<file path="src/verilog/rename_pkg.sv">
/* Widths and depths shared by the rename core RTL and its testbench.
   Modules import it in their bodies and use scoped names in their port lists. */
`default_nettype none

package rename_pkg;

    // Architectural register file
    localparam int DATA_WIDTH       = 32;
    localparam int REGMAP_DEPTH     = 32;
    localparam int REGMAP_IDX_WIDTH = $clog2(REGMAP_DEPTH);

    // Reorder buffer, one tag per entry
    localparam int ROB_DEPTH        = 16;
    localparam int ROB_IDX_WIDTH    = $clog2(ROB_DEPTH);

    // Source operands looked up per dispatched instruction
    localparam int LOOKUP_PORTS     = 2;

endpackage

`default_nettype wire

</file>
<file path="src/verilog/regmap_retire_if.sv">
/* Retire bus from the reorder buffer to the register map.
   The reorder buffer drives the rob side, the register map listens on the regmap side. */
`timescale 1ns/1ps
`default_nettype none

interface regmap_retire_if;
    import rename_pkg::*;

    // Strobe for one retirement, the rest is valid only while it is high
    logic                        retire_en;
    logic [DATA_WIDTH-1:0]       retire_data;
    logic [ROB_IDX_WIDTH-1:0]    retire_tag;
    logic [REGMAP_IDX_WIDTH-1:0] retire_rdest;

    modport rob (
        output retire_en,
        output retire_data,
        output retire_tag,
        output retire_rdest
    );

    modport regmap (
        input  retire_en,
        input  retire_data,
        input  retire_tag,
        input  retire_rdest
    );

endinterface

`default_nettype wire

</file>
<file path="src/verilog/regmap_entry.sv">
/* One architectural register with committed data, rename tag and ready bit.
   The register map gives it already decoded retire and rename selects. */
`timescale 1ns/1ps
`default_nettype none

module regmap_entry (
    input  logic                                 clk,
    input  logic                                 i_rst_n,
    input  logic                                 i_flush,

    input  logic                                 i_retire_en,
    input  logic [rename_pkg::DATA_WIDTH-1:0]    i_retire_data,
    input  logic [rename_pkg::ROB_IDX_WIDTH-1:0] i_retire_tag,

    input  logic                                 i_rename_en,
    input  logic [rename_pkg::ROB_IDX_WIDTH-1:0] i_rename_tag,

    output logic [rename_pkg::DATA_WIDTH-1:0]    o_data,
    output logic [rename_pkg::ROB_IDX_WIDTH-1:0] o_tag,
    output logic                                 o_rdy
);
    import rename_pkg::*;

    logic [DATA_WIDTH-1:0]    data_q;
    logic [ROB_IDX_WIDTH-1:0] tag_q;
    logic                     rdy_q;

    // Committed value, every retire to this register writes it
    always_ff @(posedge clk) begin
        if (!i_rst_n) begin
            data_q <= '0;
        end else if (i_retire_en) begin
            data_q <= i_retire_data;
        end
    end

    // Latest producer of this register
    always_ff @(posedge clk) begin
        if (!i_rst_n) begin
            tag_q <= '0;
        end else if (i_rename_en) begin
            tag_q <= i_rename_tag;
        end
    end

    // A younger rename keeps the register waiting even if an older producer retires
    always_ff @(posedge clk) begin
        if (!i_rst_n) begin
            rdy_q <= 1'b1;
        end else if (i_flush) begin
            rdy_q <= 1'b1;
        end else if (i_rename_en) begin
            rdy_q <= 1'b0;
        end else if (i_retire_en && (i_retire_tag == tag_q)) begin
            rdy_q <= 1'b1;
        end
    end

    assign o_data = data_q;
    assign o_tag  = tag_q;
    assign o_rdy  = rdy_q;

endmodule

`default_nettype wire

</file>
<file path="src/verilog/regmap.sv">
/* Register map for renaming that holds registers 1 to 31 with tags and fixes register zero.
   Serves the source lookups of a dispatch, with a bypass from the retire bus. */
`timescale 1ns/1ps
`default_nettype none

module regmap (
    input  logic                                    clk,
    input  logic                                    i_rst_n,
    input  logic                                    i_flush,

    regmap_retire_if.regmap                         retire,

    input  logic                                    i_rename_en,
    input  logic [rename_pkg::ROB_IDX_WIDTH-1:0]    i_rename_tag,
    input  logic [rename_pkg::REGMAP_IDX_WIDTH-1:0] i_rename_rdest,

    input  logic [rename_pkg::REGMAP_IDX_WIDTH-1:0] i_lookup_rsrc [rename_pkg::LOOKUP_PORTS],
    output logic [rename_pkg::DATA_WIDTH-1:0]       o_lookup_data [rename_pkg::LOOKUP_PORTS],
    output logic [rename_pkg::ROB_IDX_WIDTH-1:0]    o_lookup_tag  [rename_pkg::LOOKUP_PORTS],
    output logic                                    o_lookup_rdy  [rename_pkg::LOOKUP_PORTS]
);
    import rename_pkg::*;

    logic [REGMAP_DEPTH-1:1]  retire_sel;
    logic [REGMAP_DEPTH-1:1]  rename_sel;

    logic [DATA_WIDTH-1:0]    entry_data [REGMAP_DEPTH];
    logic [ROB_IDX_WIDTH-1:0] entry_tag  [REGMAP_DEPTH];
    logic [REGMAP_DEPTH-1:0]  entry_rdy;

    // One-hot selects from the retire and rename destinations
    always_comb begin
        for (int i = 1; i < REGMAP_DEPTH; i++) begin
            retire_sel[i] = retire.retire_en &&
                            (retire.retire_rdest == REGMAP_IDX_WIDTH'(i));
            rename_sel[i] = i_rename_en && (i_rename_rdest == REGMAP_IDX_WIDTH'(i));
        end
    end

    // Register zero reads as zero and is never waiting
    assign entry_data[0] = '0;
    assign entry_tag[0]  = '0;
    assign entry_rdy[0]  = 1'b1;

    for (genvar r = 1; r < REGMAP_DEPTH; r++) begin : gen_regmap_entry
        regmap_entry regmap_entry_inst (
            .clk           (clk),
            .i_rst_n       (i_rst_n),
            .i_flush       (i_flush),
            .i_retire_en   (retire_sel[r]),
            .i_retire_data (retire.retire_data),
            .i_retire_tag  (retire.retire_tag),
            .i_rename_en   (rename_sel[r]),
            .i_rename_tag  (i_rename_tag),
            .o_data        (entry_data[r]),
            .o_tag         (entry_tag[r]),
            .o_rdy         (entry_rdy[r])
        );
    end

    // Lookup with bypass of a value that retires in this cycle,
    // so a dispatch does not wait on a producer that is just leaving
    always_comb begin
        for (int i = 0; i < LOOKUP_PORTS; i++) begin
            logic                        bypass;
            logic [REGMAP_IDX_WIDTH-1:0] src;

            src    = i_lookup_rsrc[i];
            bypass = retire.retire_en &&
                     !entry_rdy[src] &&
                     (entry_tag[src] == retire.retire_tag) &&
                     (retire.retire_rdest == src);

            // A bypassed register already holds the retiring tag
            o_lookup_tag[i] = entry_tag[src];
            if (bypass) begin
                o_lookup_data[i] = retire.retire_data;
                o_lookup_rdy[i]  = 1'b1;
            end else begin
                o_lookup_data[i] = entry_data[src];
                o_lookup_rdy[i]  = entry_rdy[src];
            end
        end
    end

endmodule

`default_nettype wire

</file>
<file path="src/verilog/reorder_buffer.sv">
/* Circular reorder buffer: hands out tags on dispatch, collects writebacks
   in any order and retires the oldest done entry into the register map. */
`timescale 1ns/1ps
`default_nettype none

module reorder_buffer (
    input  logic                                    clk,
    input  logic                                    i_rst_n,
    input  logic                                    i_flush,

    input  logic                                    i_dispatch_en,
    input  logic [rename_pkg::REGMAP_IDX_WIDTH-1:0] i_dispatch_rdest,
    output logic [rename_pkg::ROB_IDX_WIDTH-1:0]    o_dispatch_tag,
    output logic                                    o_rob_full,

    input  logic                                    i_wb_en,
    input  logic [rename_pkg::ROB_IDX_WIDTH-1:0]    i_wb_tag,
    input  logic [rename_pkg::DATA_WIDTH-1:0]       i_wb_data,

    output logic                                    o_rename_en,
    output logic [rename_pkg::ROB_IDX_WIDTH-1:0]    o_rename_tag,
    output logic [rename_pkg::REGMAP_IDX_WIDTH-1:0] o_rename_rdest,

    regmap_retire_if.rob                            retire
);
    import rename_pkg::*;

    localparam int CNT_WIDTH = ROB_IDX_WIDTH + 1;

    logic [ROB_DEPTH-1:0]        rob_valid;
    logic [ROB_DEPTH-1:0]        rob_done;
    logic [REGMAP_IDX_WIDTH-1:0] rob_rdest [ROB_DEPTH];
    logic [DATA_WIDTH-1:0]       rob_data  [ROB_DEPTH];

    logic [ROB_IDX_WIDTH-1:0]    head_q;
    logic [ROB_IDX_WIDTH-1:0]    tail_q;
    logic [CNT_WIDTH-1:0]        count_q;

    logic                        full;
    logic                        dispatch_accept;
    logic                        retire_fire;

    assign full            = (count_q == CNT_WIDTH'(ROB_DEPTH));
    assign dispatch_accept = i_dispatch_en && !full && !i_flush;

    // Head leaves only once its result is back; a flush cancels it
    assign retire_fire     = rob_valid[head_q] && rob_done[head_q] && !i_flush;

    assign o_dispatch_tag  = tail_q;
    assign o_rob_full      = full;

    // Register zero gets a tag but is never renamed
    assign o_rename_en     = dispatch_accept && (i_dispatch_rdest != '0);
    assign o_rename_tag    = tail_q;
    assign o_rename_rdest  = i_dispatch_rdest;

    assign retire.retire_en    = retire_fire;
    assign retire.retire_data  = rob_data[head_q];
    assign retire.retire_tag   = head_q;
    assign retire.retire_rdest = rob_rdest[head_q];

    // Entry state bits
    always_ff @(posedge clk) begin
        if (!i_rst_n) begin
            rob_valid <= '0;
            rob_done  <= '0;
        end else if (i_flush) begin
            rob_valid <= '0;
            rob_done  <= '0;
        end else begin
            if (i_wb_en && rob_valid[i_wb_tag]) begin
                rob_done[i_wb_tag] <= 1'b1;
            end
            if (dispatch_accept) begin
                rob_valid[tail_q] <= 1'b1;
                rob_done[tail_q]  <= 1'b0;
            end
            if (retire_fire) begin
                rob_valid[head_q] <= 1'b0;
                rob_done[head_q]  <= 1'b0;
            end
        end
    end

    // Destination and result payload
    always_ff @(posedge clk) begin
        if (!i_flush) begin
            if (i_wb_en) begin
                rob_data[i_wb_tag] <= i_wb_data;
            end
            if (dispatch_accept) begin
                rob_rdest[tail_q] <= i_dispatch_rdest;
            end
        end
    end

    // Pointers wrap on their own since the depth is a power of two
    always_ff @(posedge clk) begin
        if (!i_rst_n || i_flush) begin
            head_q  <= '0;
            tail_q  <= '0;
            count_q <= '0;
        end else begin
            if (dispatch_accept) begin
                tail_q <= tail_q + 1'b1;
            end
            if (retire_fire) begin
                head_q <= head_q + 1'b1;
            end
            case ({dispatch_accept, retire_fire})
                2'b10:   count_q <= count_q + 1'b1;
                2'b01:   count_q <= count_q - 1'b1;
                default: count_q <= count_q;
            endcase
        end
    end

endmodule

`default_nettype wire

</file>
<file path="src/verilog/rename_core.sv">
/* Top level of the rename and retire core with plain ports.
   Connects the reorder buffer to the register map over the retire bus. */
`timescale 1ns/1ps
`default_nettype none

module rename_core (
    input  logic                                    clk,
    input  logic                                    i_rst_n,
    input  logic                                    i_flush,

    input  logic                                    i_dispatch_en,
    input  logic [rename_pkg::REGMAP_IDX_WIDTH-1:0] i_dispatch_rdest,
    input  logic [rename_pkg::REGMAP_IDX_WIDTH-1:0] i_lookup_rsrc0,
    input  logic [rename_pkg::REGMAP_IDX_WIDTH-1:0] i_lookup_rsrc1,

    input  logic                                    i_wb_en,
    input  logic [rename_pkg::ROB_IDX_WIDTH-1:0]    i_wb_tag,
    input  logic [rename_pkg::DATA_WIDTH-1:0]       i_wb_data,

    output logic [rename_pkg::ROB_IDX_WIDTH-1:0]    o_dispatch_tag,
    output logic                                    o_rob_full,
    output logic [rename_pkg::DATA_WIDTH-1:0]       o_lookup_data0,
    output logic [rename_pkg::DATA_WIDTH-1:0]       o_lookup_data1,
    output logic [rename_pkg::ROB_IDX_WIDTH-1:0]    o_lookup_tag0,
    output logic [rename_pkg::ROB_IDX_WIDTH-1:0]    o_lookup_tag1,
    output logic                                    o_lookup_rdy0,
    output logic                                    o_lookup_rdy1
);
    import rename_pkg::*;

    logic                        rename_en;
    logic [ROB_IDX_WIDTH-1:0]    rename_tag;
    logic [REGMAP_IDX_WIDTH-1:0] rename_rdest;

    logic [REGMAP_IDX_WIDTH-1:0] lookup_rsrc [LOOKUP_PORTS];
    logic [DATA_WIDTH-1:0]       lookup_data [LOOKUP_PORTS];
    logic [ROB_IDX_WIDTH-1:0]    lookup_tag  [LOOKUP_PORTS];
    logic                        lookup_rdy  [LOOKUP_PORTS];

    assign lookup_rsrc[0] = i_lookup_rsrc0;
    assign lookup_rsrc[1] = i_lookup_rsrc1;

    assign o_lookup_data0 = lookup_data[0];
    assign o_lookup_data1 = lookup_data[1];
    assign o_lookup_tag0  = lookup_tag[0];
    assign o_lookup_tag1  = lookup_tag[1];
    assign o_lookup_rdy0  = lookup_rdy[0];
    assign o_lookup_rdy1  = lookup_rdy[1];

    regmap_retire_if retire_bus ();

    reorder_buffer reorder_buffer_inst (
        .clk              (clk),
        .i_rst_n          (i_rst_n),
        .i_flush          (i_flush),
        .i_dispatch_en    (i_dispatch_en),
        .i_dispatch_rdest (i_dispatch_rdest),
        .o_dispatch_tag   (o_dispatch_tag),
        .o_rob_full       (o_rob_full),
        .i_wb_en          (i_wb_en),
        .i_wb_tag         (i_wb_tag),
        .i_wb_data        (i_wb_data),
        .o_rename_en      (rename_en),
        .o_rename_tag     (rename_tag),
        .o_rename_rdest   (rename_rdest),
        .retire           (retire_bus.rob)
    );

    regmap regmap_inst (
        .clk            (clk),
        .i_rst_n        (i_rst_n),
        .i_flush        (i_flush),
        .retire         (retire_bus.regmap),
        .i_rename_en    (rename_en),
        .i_rename_tag   (rename_tag),
        .i_rename_rdest (rename_rdest),
        .i_lookup_rsrc  (lookup_rsrc),
        .o_lookup_data  (lookup_data),
        .o_lookup_tag   (lookup_tag),
        .o_lookup_rdy   (lookup_rdy)
    );

endmodule

`default_nettype wire

</file>
<file path="config.mk">
export PLATFORM = sky130hd
export DESIGN_NAME = rename_core
export DESIGN_NICKNAME = d
export VERILOG_FILES = /design/src/verilog/rename_pkg.sv /design/src/verilog/regmap_retire_if.sv /design/src/verilog/regmap_entry.sv /design/src/verilog/regmap.sv /design/src/verilog/reorder_buffer.sv /design/src/verilog/rename_core.sv
export SDC_FILE = /design/constraint.sdc
export NUM_CORES = 2
export LEC_CHECK = 0
export ABC_CLOCK_PERIOD_IN_PS = 8300
export BUFFER_PORTS_ARGS = -buffer_cell sky130_fd_sc_hd__buf_2
export CORE_ASPECT_RATIO = 1.5
export CORE_MARGIN = 3
export CORE_UTILIZATION = 65
export CTS_BUF_LIST = sky130_fd_sc_hd__clkbuf_16
export DETAILED_ROUTE_END_ITERATION = 12
export GPL_ROUTABILITY_DRIVEN = 0
export HOLD_SLACK_MARGIN = 0.06
export PLACE_DENSITY = 0.84
export SLEW_MARGIN = 20
export SYNTH_ARGS = -nofsm -noshare
export SYNTH_HDL_FRONTEND = slang
export SYNTH_HIERARCHICAL = 1
export SYNTH_SLANG_ARGS = --single-unit
</file>
<file path="constraint.sdc">
create_clock -name clk -period 8.3 [get_ports clk]
set_clock_uncertainty 0.2 [all_clocks]
set_input_delay 1.66 -clock clk [delete_from_list [all_inputs] [get_ports clk]]
set_output_delay 1.66 -clock clk [all_outputs]
set_load 0.02 [all_outputs]
</file>
==> reports/metrics.yaml <==
outcome:
  status: "complete, no violations"
sta:
  timing.max_slew.rel_slack_pct: 17.9
  rsz0062_at_grt: "no"
  final_max_slew_viol_count: 0
  min_period_over_period_pct: 90.2
  max_clock_freq_ghz: 0.134
  hold_violations: 0
  final.min_clock_period_ns: 7.49
  tightest_slew_ns: 1.23
  setup_viol: 0
  final.setup.tns_ns: 0
synthesis:
  ys.flop_type: "dfxtp_1"
  ys_seq_area_share_pct: 46.1
  synth_top_area_share_pct: 26.5
  syn-num-nets: 6602
  ys_types: 70
  synth-edff-count: 592
  yosys_warnings: 6
  yosys-top-cells-area: "dfxtp_1, mux4_2, edfxtp_1"
  synth_area_leader_cell: "dfxtp_1"
  async_flop_share_pct: 0
  syn_inst: 6535
  synth_area_um2: 90500
  synth_seq_cells: 1788
  avgSynthCellArea_um2: 13.8
finish:
  fin_cells: 8436
  drive_above_1_share_pct: 23.5
  nets: 6498
  ff_latch_area_um2: 41700
  nFillCells: 8988
  syn_to_final_growth_pct: 6.79
  finish.utilization_pct: 70.0
  multi_input_area_um2: 45100
pwr:
  p_sw_mw: 4.06
  swShare_pct: 22.7
  intPower_mw: 13.8
  p_clk_share_pct: 44.3
  worst_ir_drop_vdd_v: 0.000214
  p_leak_nw: 29.3
  powerDensity_nw_per_um2: 185
  combPwrFrac_pct: 4.9
  seq_power_share_pct: 50.8
route:
  drcViolationCount: 0
  drtPass1Iterations: 6
  ant_nets: 0
  wire_per_inst_um: 30.7
  finalWirelength_um: 259000
  vias: 57600
  via_per_inst: 6.83
  drtIter0Drc: 7038
floorplanning:
  start_util_pct: 65.5
  io-pin-count: 135
  num_rows: 167
  core-area_um2: 138000
  die_w_um: 311
  dieArea_um2: 144000
  die_h_um: 463
global_route:
  antenna_found_initial: 22
  grt_pass1_wl_um: 385000
  grt_max_degree: 301
  track_usage_pct: 35.8
  grt_pass1_vias: 59100
  grt_overflow_total: 0
setup_path:
  critPathMaxFanout: 34
  critical_path.max_stage_delay_ns: 0.63
  slowest_stage: "buf_4"
  crit_type: "reg2out"
  cp_cell_sequence: "buf_4 > mux4_2 > mux4_2 > xor2_1 > nor4_1 > nand4_1 > nor4_4 > buf_4 > nand2b_1 > buf_2"
  critical_path_required_ns: 6.44
  arrival_ns: 5.63
  end_kind: "primary output"
  cp-start-kind: "flop"
place:
  dpl.hpwl_um: 152000
  placedCellCount: 8122
  port_buffers: 134
cts:
  cts_num_sinks: 1788
  cts_resized: 0
  root_buffer: "clkbuf_16"
  cts_buffer_depth: 3
  cts_tree: "built"
  numCtsBuffers: 166
  clkTransAtPathRegs_ns: 0.07
  htreeDepth: 4
  post-cts-setup-buffers: 0
  postCtsHoldBufs: 0
  clk_latency_ns: 0.81
flow_run:
  maxCapViolations: 0
hold_path:
  hold_class: "reg2reg"
[cells in the final DEF (no fill, tap or decap), drive strengths merged, types with 7 or more instances in the layout]
master	n
mux4	833
o22ai	7
nor2	312
and3	11
o21ai	41
mux2	145
nand3b	34
nand3	48
nor3b	43
a22o	64
o21a	11
bufinv	23
clkbuf	170
dfxtp	1196
nor2b	1167
nand2	38
buf	248
edfxtp	592
ha	11
a211oi	10
xor2	14
nand2b	14
a21oi	30
a31oi	14
inv	55
mux2i	1142
diode	10
a2111oi	7
xnor2	133
nor3	18
clkinv	67
[cell type report]
| type | instances | share of cell area (%) |
|---|---|---|
| multi-input combinational | 4210 | 46.7 |
| sequential | 1788 | 43.2 |
| clock buffer | 169 | 4.38 |
| tap | 1859 | 2.41 |
| timing repair buffer | 249 | 1.82 |
| clock inverter | 135 | 1.40 |
| inverter | 16 | 0.0673 |
| antenna | 10 | 0.0259 |
[metrics by stage]
| step | setup slack (ns) | hold WS [ns] | total power [mW] | instance area (um^2) |
|---|---|---|---|---|
| global placement | 1.05 | 0.266 | 10.1 | 91000 |
| global route | 0.630 | 0.322 | 18.3 | 96600 |
| CTS | 0.839 | 0.295 | 17.9 | 96600 |
| floorplan | 2.05 | 0.252 | 9.81 | 90500 |
| finish | 0.811 | 0.299 | 17.9 | 96600 |
| detailed placement | 1.00 | 0.278 | 10.1 | 91000 |
[layer usage]
metal  GRT usage (%)  up-vias  wire length, um
li1                -    24200                -
met1            45.0    29200            92700
met2            57.3     3324           124000
met3            7.24      926            24400
met4            22.4       10            18200
met5               0        -               70
[flip-flops by register name, indices dropped and copies added (netlist names), 5 cells and up, named ones only]
name / cells
regmap_inst/gen_regmap_entry.regmap_entry_inst/o_rdy: 31
reorder_buffer_inst/rob_valid: 16
reorder_buffer_inst/rob_data: 512
reorder_buffer_inst/rob_rdest: 80
regmap_inst/gen_regmap_entry.regmap_entry_inst/o_tag: 124
reorder_buffer_inst/count_q: 5
reorder_buffer_inst/rob_done: 16
regmap_inst/gen_regmap_entry.regmap_entry_inst/o_data: 992
[synthesized netlist by cell type (3+ instances only)]
cell       count
o21a_1        11
nor2_1       310
dfxtp_1     1196
mux2_2       140
mux2_1         5
nor4_1         3
a31oi_1       14
o221ai_1       3
inv_1         14
nand4_1        5
nand2b_1      14
edfxtp_1     592
buf_2        103
and3_1        11
nor2b_1     1167
a211oi_1       9
a22oi_1        4
nand3b_1      34
and2_1         5
a221oi_1       4
a21oi_1       30
mux4_2       833
or2_2          5
a2111oi_2      3
buf_4         15
clkbuf_1     228
nand3_1       48
o21ai_1       31
ha_1          11
a221o_1        4
o22ai_1        7
buf_6         38
nor3_1        17
o21ai_0        9
a2111oi_0      4
nand2_1       38
nor3b_1       43
buf_12        93
xor2_1        14
a32oi_1        4
buf_1         44
mux2i_1     1142
o211ai_1       3
a22o_1        64
xnor2_1      133
[kinds of logic (layout without fill, tap and decap cells)]
group,after synthesis,count (layout),synth area share (%)
mux,2120,2120,35.2
compound gates,221,221,1.80
buf+inv,537,569,4.42
flops,1788,1788,46.1
simple gates,1711,1711,10.9
fa+ha+maj,11,11,0.152
other cells,0,10,0
xor+xnor,147,147,1.42
[worst max-delay path: cells and delay by family (launching register included)]
family / cells / cell delay, ns
buf+inv: 3 / 1.42
mux: 2 / 1.20
simple gates: 4 / 1.36
xor+xnor: 1 / 0.19
flops: 1 / 0.61
[power groups by stage]
| stage | clock (mW) | combinational (mW) | sequential, mW |
|---|---|---|---|
| floorplan | 0 | 0.549 | 9.26 |
| global placement | 0 | 0.849 | 9.26 |
| detailed placement | 0 | 0.858 | 9.26 |
| CTS | 7.99 | 0.861 | 9.07 |
| global route | 8.31 | 0.908 | 9.07 |
| finish | 7.92 | 0.875 | 9.07 |
[worst paths after layout]
| check | to | slack (ns) | startpoint | cells after the start |
|---|---|---|---|---|
| min | reorder_buffer_inst/rob_valid[14] | 0.30 | reorder_buffer_inst/rob_valid[14] | 1 |
| min reg2reg | reorder_buffer_inst/rob_valid[14] | 0.30 | reorder_buffer_inst/rob_valid[14] | 1 |
| max reg2reg | flop | 2.84 | flop | 8 |
| max | o_lookup_rdy1 | 0.81 | flop | 10 |
Power figures use the tool's default switching activity.
